`src/include/schedDefs_defs.svh`:
```
`ifndef SCHED_DEFS_DEFS_SVH
`define SCHED_DEFS_DEFS_SVH

`define NUM_CORES       4
`define TASK_MEM_DEPTH  16
`define TASK_PTR_WIDTH  4
`define REG_WIDTH       16
`define FRAME_WIDTH     84
`define IF_NUM_WIDTH    4
`define FENCE_WIDTH     2
`define OP_WIDTH        2
`define LAT_WIDTH       4
`define SHIFT_WIDTH     4

// Padding up to a full frame word
`define CTRL_PAD_WIDTH  (`FRAME_WIDTH - `FENCE_WIDTH - 2*`NUM_CORES - `IF_NUM_WIDTH \
                         - `NUM_CORES*`REG_WIDTH)
`define INSN_PAD_WIDTH  (`FRAME_WIDTH - `OP_WIDTH - `LAT_WIDTH - `REG_WIDTH)

`define FENCE_NO        2'd0
`define FENCE_ACQ       2'd1
`define FENCE_REL       2'd2

`define OP_ADD          2'd0
`define OP_SUB          2'd1
`define OP_XOR          2'd2
`define OP_SHL          2'd3

`endif

```
`src/logic/schedPkg.sv`:
```
`include "schedDefs_defs.svh"

package schedPkg;

	typedef struct packed {
		logic [`CTRL_PAD_WIDTH-1:0]               pad;
		logic [`NUM_CORES-1:0][`REG_WIDTH-1:0]    r0Value;     // Core 0 in the low word
		logic [`IF_NUM_WIDTH-1:0]                 insnNum;     // Instruction frames that follow
		logic [`NUM_CORES-1:0]                    r0InitVect;
		logic [`NUM_CORES-1:0]                    coreActive;
		logic [`FENCE_WIDTH-1:0]                  fence;
	} ctrlFrame;

	typedef struct packed {
		logic [`INSN_PAD_WIDTH-1:0]  pad;
		logic [`REG_WIDTH-1:0]       imm;
		logic [`LAT_WIDTH-1:0]       latency;     // Zero runs as one cycle
		logic [`OP_WIDTH-1:0]        opcode;
	} insnFrame;

	// One task memory word, read as control or instruction by scheduler state
	typedef union packed {
		ctrlFrame ctrl;
		insnFrame insn;
	} taskFrame;

endpackage

```
`src/logic/taskScheduler.sv`:
```
`include "schedDefs_defs.svh"

module taskScheduler import schedPkg::*; (
	input  logic                                        clk,
	input  logic                                        reset,
	input  logic [`TASK_MEM_DEPTH*`FRAME_WIDTH-1:0]     taskMemory,
	input  logic [`NUM_CORES-1:0]                       ready,
	output logic [`NUM_CORES-1:0]                       start,
	output taskFrame                                    insnData,
	output logic [`NUM_CORES-1:0]                       initR0Vect,
	output logic [`NUM_CORES-1:0][`REG_WIDTH-1:0]       initR0
);

	taskFrame                       taskMem [`TASK_MEM_DEPTH];
	taskFrame                       curFrame;
	taskFrame                       reloadFrame;
	logic [`TASK_PTR_WIDTH-1:0]     framePtr;
	logic [`IF_NUM_WIDTH-1:0]       insnLeft;
	logic [`FENCE_WIDTH-1:0]        fence;
	logic [`NUM_CORES-1:0]          activeVect;
	logic [`NUM_CORES-1:0]          busy;
	logic                           atReload;
	logic                           waitAll;
	logic                           issueInsn;
	logic                           takeCtrl;

	assign busy     = ~ready;
	assign atReload = framePtr == `TASK_PTR_WIDTH'(`TASK_MEM_DEPTH - 1);

	// Reload slot comes straight from the bus while it is being captured
	assign reloadFrame = taskMemory[(`TASK_MEM_DEPTH-1)*`FRAME_WIDTH +: `FRAME_WIDTH];
	assign curFrame    = atReload ? reloadFrame : taskMem[framePtr];

	// ACQ holds everything behind it, REL waits for everything before it
	assign waitAll   = (fence == `FENCE_ACQ) || (curFrame.ctrl.fence == `FENCE_REL);
	assign issueInsn = (insnLeft != '0) && ((activeVect & busy) == '0);
	assign takeCtrl  = (insnLeft == '0) &&
	                   (waitAll ? (busy == '0) : ((busy & curFrame.ctrl.coreActive) == '0));

	always_ff @(posedge clk) begin
		if (atReload) begin
			for (int i = 0; i < `TASK_MEM_DEPTH; i++) begin
				taskMem[i] <= taskMemory[i*`FRAME_WIDTH +: `FRAME_WIDTH];
			end
		end
	end

	always_ff @(posedge clk) begin
		if (reset) begin
			framePtr   <= `TASK_PTR_WIDTH'(`TASK_MEM_DEPTH - 1);     // Load memory first
			insnLeft   <= '0;
			fence      <= `FENCE_NO;
			activeVect <= '0;
		end else if (issueInsn) begin
			framePtr <= framePtr + `TASK_PTR_WIDTH'(1);
			insnLeft <= insnLeft - `IF_NUM_WIDTH'(1);
		end else if (takeCtrl) begin
			framePtr   <= framePtr + `TASK_PTR_WIDTH'(1);
			insnLeft   <= curFrame.ctrl.insnNum;
			fence      <= curFrame.ctrl.fence;
			activeVect <= curFrame.ctrl.coreActive;
		end
	end

	always_ff @(posedge clk) begin
		if (reset) begin
			start      <= '0;
			initR0Vect <= '0;
		end else begin
			start      <= issueInsn ? activeVect : '0;
			initR0Vect <= takeCtrl ? curFrame.ctrl.r0InitVect : '0;
		end
	end

	always_ff @(posedge clk) begin
		if (issueInsn) begin
			insnData <= curFrame;
		end
		if (takeCtrl) begin
			initR0 <= curFrame.ctrl.r0Value;
		end
	end

endmodule

```
`src/logic/computeCore.sv`:
```
`include "schedDefs_defs.svh"

module computeCore import schedPkg::*; (
	input  logic                     clk,
	input  logic                     reset,
	input  logic                     start,
	input  taskFrame                 insnData,
	input  logic                     initR0Valid,
	input  logic [`REG_WIDTH-1:0]    initR0,
	output logic                     ready,
	output logic                     done,
	output logic [`REG_WIDTH-1:0]    result
);

	insnFrame                   insnIn;
	insnFrame                   insnReg;
	insnFrame                   opInsn;
	logic [`LAT_WIDTH-1:0]      latEff;
	logic [`LAT_WIDTH-1:0]      cnt;
	logic [`REG_WIDTH-1:0]      r0;
	logic [`REG_WIDTH-1:0]      aluOut;
	logic                       busy;
	logic                       finish;

	assign insnIn = insnData.insn;
	assign latEff = (insnIn.latency == '0) ? `LAT_WIDTH'(1) : insnIn.latency;
	assign opInsn = start ? insnIn : insnReg;     // Single-cycle ops finish on start
	assign finish = (start && latEff == `LAT_WIDTH'(1)) || (busy && cnt == `LAT_WIDTH'(1));

	assign ready  = ~(start | busy | done);
	assign result = r0;

	always_comb begin
		case (opInsn.opcode)
			`OP_ADD: aluOut = r0 + opInsn.imm;
			`OP_SUB: aluOut = r0 - opInsn.imm;
			`OP_XOR: aluOut = r0 ^ opInsn.imm;
			default: aluOut = r0 << opInsn.imm[`SHIFT_WIDTH-1:0];
		endcase
	end

	always_ff @(posedge clk) begin
		if (reset) begin
			busy <= 1'b0;
			cnt  <= '0;
			done <= 1'b0;
			r0   <= '0;
		end else begin
			done <= finish;
			if (finish) begin
				busy <= 1'b0;
				r0   <= aluOut;
			end else if (start) begin
				busy <= 1'b1;
				cnt  <= latEff - `LAT_WIDTH'(1);
			end else if (busy) begin
				cnt <= cnt - `LAT_WIDTH'(1);
			end else if (initR0Valid && !done) begin
				r0 <= initR0;     // Preload only while idle
			end
		end
	end

	always_ff @(posedge clk) begin
		if (start) begin
			insnReg <= insnIn;
		end
	end

endmodule

```
`src/logic/resultCombiner.sv`:
```
`include "schedDefs_defs.svh"

module resultCombiner (
	input  logic                                     clk,
	input  logic                                     reset,
	input  logic [`NUM_CORES-1:0]                    done,
	input  logic [`NUM_CORES-1:0][`REG_WIDTH-1:0]    result,
	output logic                                     resultValid,
	output logic [`NUM_CORES-1:0]                    resultMask,
	output logic [`REG_WIDTH-1:0]                    resultSum
);

	logic [`REG_WIDTH-1:0] sum;

	always_comb begin
		sum = '0;
		for (int i = 0; i < `NUM_CORES; i++) begin
			if (done[i]) begin
				sum = sum + result[i];     // Wraps at register width
			end
		end
	end

	always_ff @(posedge clk) begin
		if (reset) begin
			resultValid <= 1'b0;
			resultMask  <= '0;
		end else begin
			resultValid <= |done;
			resultMask  <= done;
		end
	end

	always_ff @(posedge clk) begin
		if (|done) begin
			resultSum <= sum;
		end
	end

endmodule

```
`src/logic/coreArray.sv`:
```
`include "schedDefs_defs.svh"

module coreArray import schedPkg::*; (
	input  logic                                        clk,
	input  logic                                        reset,
	input  logic [`TASK_MEM_DEPTH*`FRAME_WIDTH-1:0]     taskMemory,
	output logic                                        resultValid,
	output logic [`NUM_CORES-1:0]                       resultMask,
	output logic [`REG_WIDTH-1:0]                       resultSum
);

	logic [`NUM_CORES-1:0]                      start;
	logic [`NUM_CORES-1:0]                      ready;
	logic [`NUM_CORES-1:0]                      initR0Vect;
	logic [`NUM_CORES-1:0]                      done;
	logic [`NUM_CORES-1:0][`REG_WIDTH-1:0]      initR0;
	logic [`NUM_CORES-1:0][`REG_WIDTH-1:0]      result;
	taskFrame                                   insnData;

	taskScheduler uTaskScheduler (
		.clk        (clk),
		.reset      (reset),
		.taskMemory (taskMemory),
		.ready      (ready),
		.start      (start),
		.insnData   (insnData),
		.initR0Vect (initR0Vect),
		.initR0     (initR0)
	);

	for (genvar i = 0; i < `NUM_CORES; i++) begin : coreGen
		computeCore uCore (
			.clk         (clk),
			.reset       (reset),
			.start       (start[i]),
			.insnData    (insnData),
			.initR0Valid (initR0Vect[i]),
			.initR0      (initR0[i]),
			.ready       (ready[i]),
			.done        (done[i]),
			.result      (result[i])
		);
	end

	resultCombiner uCombiner (
		.clk         (clk),
		.reset       (reset),
		.done        (done),
		.result      (result),
		.resultValid (resultValid),
		.resultMask  (resultMask),
		.resultSum   (resultSum)
	);

endmodule

```
`config.mk`:
```
export PLATFORM = sky130hd
export DESIGN_NAME = coreArray
export DESIGN_NICKNAME = d
export VERILOG_FILES = /design/src/logic/schedPkg.sv /design/src/logic/taskScheduler.sv /design/src/logic/computeCore.sv /design/src/logic/resultCombiner.sv /design/src/logic/coreArray.sv
export VERILOG_INCLUDE_DIRS = /design/src /design/src/include
export SDC_FILE = /design/constraint.sdc
export NUM_CORES = 2
export LEC_CHECK = 0
export ABC_AREA = 0
export BUFFER_PORTS_ARGS = -buffer_cell sky130_fd_sc_hd__buf_2
export CAP_MARGIN = 20
export CORE_MARGIN = 2
export CORE_UTILIZATION = 25
export CTS_BUF_LIST = sky130_fd_sc_hd__clkbuf_16
export DETAILED_ROUTE_END_ITERATION = 16
export PLACE_DENSITY = 0.42
export SLEW_MARGIN = 25
export SYNTH_ARGS = -nofsm -noshare
export SYNTH_HDL_FRONTEND = slang
export SYNTH_SLANG_ARGS = --single-unit
```
`constraint.sdc`:
```
create_clock -name clk -period 45.6 [get_ports clk]
set_input_delay 9.12 -clock clk [delete_from_list [all_inputs] [get_ports clk]]
set_output_delay 9.12 -clock clk [all_outputs]
set_load 0.005 [all_outputs]
```
==> reports/metrics.yaml <==
fp.dieW_um: 525.8
max_freq_mhz: 91.06
postCtsHoldBufs: 0
relSlewSlack: 0.3344
hp-class: "flop to flop"
max_cap_viol_count: 0
holdWs_ns: 0.4883
cts-resized-gates: 0
rsz0062_at_grt: "false"
synth_area_um2: 68070
num_rows: 191
vias_per_cell: 4.633
place_hpwl_um: 182400
synthFlopType: "edfxtp_1"
holdPathEnd: "coreGen[2].uCore.insnReg[21]$_DFF_P_"
layout_common_cells: "1,350 x edfxtp_1, 1,269 x buf_2, 429 x nand2_1, 389 x mux4_2, 203 x nor2_1"
crit_chain: "buf_2, mux2_2, o211ai_1, and3b_1, a21oi_4, inv_4, buf_4, nor2_4, or3_1, nand3_1"
r2r-start: "uTaskScheduler.framePtr[0]$_SDFFE_PP1N_"
cts_tree: "yes"
drv_slew: 0
crit_slowest_cell: "buf_4"
finalSetupViolCount: 0
hold_depth: 1
cts.sinks: 1541
wirelength_um: 243600
endpoint_kind: "flop"
async_reset_ff_frac: 0
die_h_um: 525.8
tns_ns: 0
min_period_ns: 10.98
grt_pass1_wl_um: 340500
drtIter0Drc: 2937
final_common_cell: "edfxtp_1"
fillers: 27050
worst_r2r_path_depth: 12
worst-path-buf-inv: 3
ys_types: 85
cp_max_fo: 49
fin_crit_sh: 0.2408
post_cts_buffers: 0
grt_remaining_overflow: 0
drc: 0
cts.path.max_buffers: 4
initial_core_util: 0.2514
rrSetupSlack_ns: 37.78
ir_worst_vdd_v: 0.00004260
slowest_delay_ns: 0.68
crit_required_ns: 46.37
fin_skew_ns: 0.05295
synth_cells: 4302
grt_pass1_vias: 45540
synth_edf_count: 1350
crit_family: "buffers and inverters"
cts_made_buffers: 191
clk_pin_slew_ns: 0.06
drive_gt1_frac: 0.3595
arrival_ns: 11.75
grt_antenna_before_repair: 191
final_nets: 7135
synth_area_per_cell_um2: 15.82
power_density_nw_per_um2: 75.16
area_growth_pct: 25.11
p_total_uw: 6401
core_area_um2: 270800
place.gp.congestion: 0.8517
drtPass1Iterations: 6
fin_util: 0.3145
ys_seq_elements: 1541
syn-num-nets: 5782
grt_usage: 0.1711
path_class: "input pin to flop"
cts_root_buffer: "clkbuf_16"
status: "complete, no violations"
start_kind: "input pin"
insertion_delay_ns: 0.86
ant_nets: 0
tightest_slew_ns: 0.9984
dr_total_vias: 43800
hold_viol_final: 0
p_leak_uw: 0.03222
hold_start: "coreGen[2].uCore.insnReg[21]$_DFF_P_"
grt_start_max_net_pins: 135
startpoint: "taskMemory[1261]"
io-pin-count: 1367
die-area_um2: 276500
r2r_end: "uTaskScheduler.initR0[38]$_DFFE_PP_"
yosysWarnings: 0
port_buffers: 1270
htreeDepth: 4
seq_area_frac_synth: 0.6517
routedWlPerCell_um: 25.76
## worst max path at each step
stage / slack (ns) / endpoint / depth (start not counted)
2_1_floorplan: 8.50 / uTaskScheduler.taskMem[0][0]$_DFFE_PP_ / 6
3_3_place_gp: 33.60 / flop / 10
3_5_place_dp: 33.55 / flop / 10
4_1_cts: 34.50 / flop / 10
5_1_grt: 34.41 / flop / 10
6_report: 34.62 / flop / 10
## sequential cells by signal, indices dropped and copies added, names as in the netlist, named ones only
register and flops:
coreGen.uCore.result 64, coreGen.uCore.insnReg 72, uTaskScheduler.activeVect 4, uTaskScheduler.insnLeft 4, uTaskScheduler.start 4, uTaskScheduler.taskMem 1248
uCombiner.resultMask 4, coreGen.uCore.cnt 16, uTaskScheduler.fence 2, uTaskScheduler.initR0 64, coreGen.uCore.busy 4, uCombiner.resultSum 16
uTaskScheduler.insnData 22, uTaskScheduler.framePtr 4, uCombiner.resultValid 1, coreGen.uCore.done 4, uTaskScheduler.initR0Vect 4
## logic make-up (layout without fill, tap and decap cells)
| kind of cell | after synthesis | after routing | synth area share |
|---|---|---|---|
| buffers and inverters | 321 | 1833 | 0.01897 |
| and+or+nand+nor | 883 | 883 | 0.05625 |
| other | 0 | 70 | 0 |
| xor gates and xnor gates | 191 | 191 | 0.02478 |
| muxes | 621 | 621 | 0.1635 |
| DFF | 1541 | 1541 | 0.6517 |
| adders and majority gates | 135 | 135 | 0.02555 |
| AOI/OAI and AO/OA | 610 | 610 | 0.05924 |
## cell type report
cell class	instances	area, µm²	share of cell area
antenna	70	175.2	0.002057
clock buffer	194	4855	0.05700
clock inverter	158	1291	0.01516
inverter	124	475.5	0.005583
multi-input combinational	2440	22470	0.2638
sequential	1541	44380	0.5211
tap	3570	4467	0.05245
timing repair buffer	1357	7057	0.08286
## Yosys cell counts, drive strengths merged, types with 10 or more instances
cell    number  area, µm²
buf         65      327.8
mux4       389       8761
dfxtp      191       3824
ha         127       1589
and3        17      107.6
nand3       51      255.2
o21a        12      90.09
nor2       204      773.2
clkbuf     132      495.5
nor2b       12      75.07
a21oi      169      857.1
o211ai      18      135.1
a211oi      39      297.8
mux2        37      416.7
xnor2      139       1217
inv        122      460.5
o21ai      109      545.5
a31oi       36      225.2
nor3        65      325.3
nand2      429       1610
a22oi       25      192.7
a311oi      26      227.7
o221ai      17      148.9
mux2i      195       1952
o22ai       15      93.84
a21o        23      172.7
o31ai       15      112.6
o21bai      16      120.1
a221oi      20      175.2
or2         10      62.56
nand4       10      62.56
nand2b      16      100.1
or3         31      193.9
edfxtp    1350      40540
xor2        51      446.7
and2        21      131.4
## stage by stage
stage / area (µm²) / instances / setup slack, ns
5_1_grt: 85050 / 9407 / 34.41
2_1_floorplan: 68070 / 4302 / 8.503
4_1_cts: 84980 / 9384 / 34.50
3_5_place_dp: 78840 / 9032 / 33.55
6_report: 85170 / 9454 / 34.62
3_3_place_gp: 78840 / 9032 / 33.60
## report_power, final
part / switching, µW / leakage (µW) / internal [µW]
logic: 1430 / 0.0147 / 944
clock network: 636 / 0.00315 / 862
registers: 254 / 0.0144 / 2280
total: 2320 / 0.0322 / 4080
## layer usage
metal,global-route usage,share of wire,up-vias
met1,0.2070,0.40,21960
met3,0.04479,0.068,482
li1,-,-,19800
met2,0.2991,0.50,1444
met5,0,0.0032,-
met4,0.04523,0.025,124
## worst reg2reg max path, cell delays in order (launching register included)
cell and delay [ns]:
dfxtp_1 0.36, ha_1 0.24, nand3_4 0.29, inv_8 0.54, buf_4 0.77, buf_4 0.82, buf_4 0.84, buf_4 0.86
buf_4 0.80, buf_4 0.85, buf_6 0.69, nand2_1 0.32, nand2_1 0.25
Note: power is estimated with default switching activity, not from simulation.
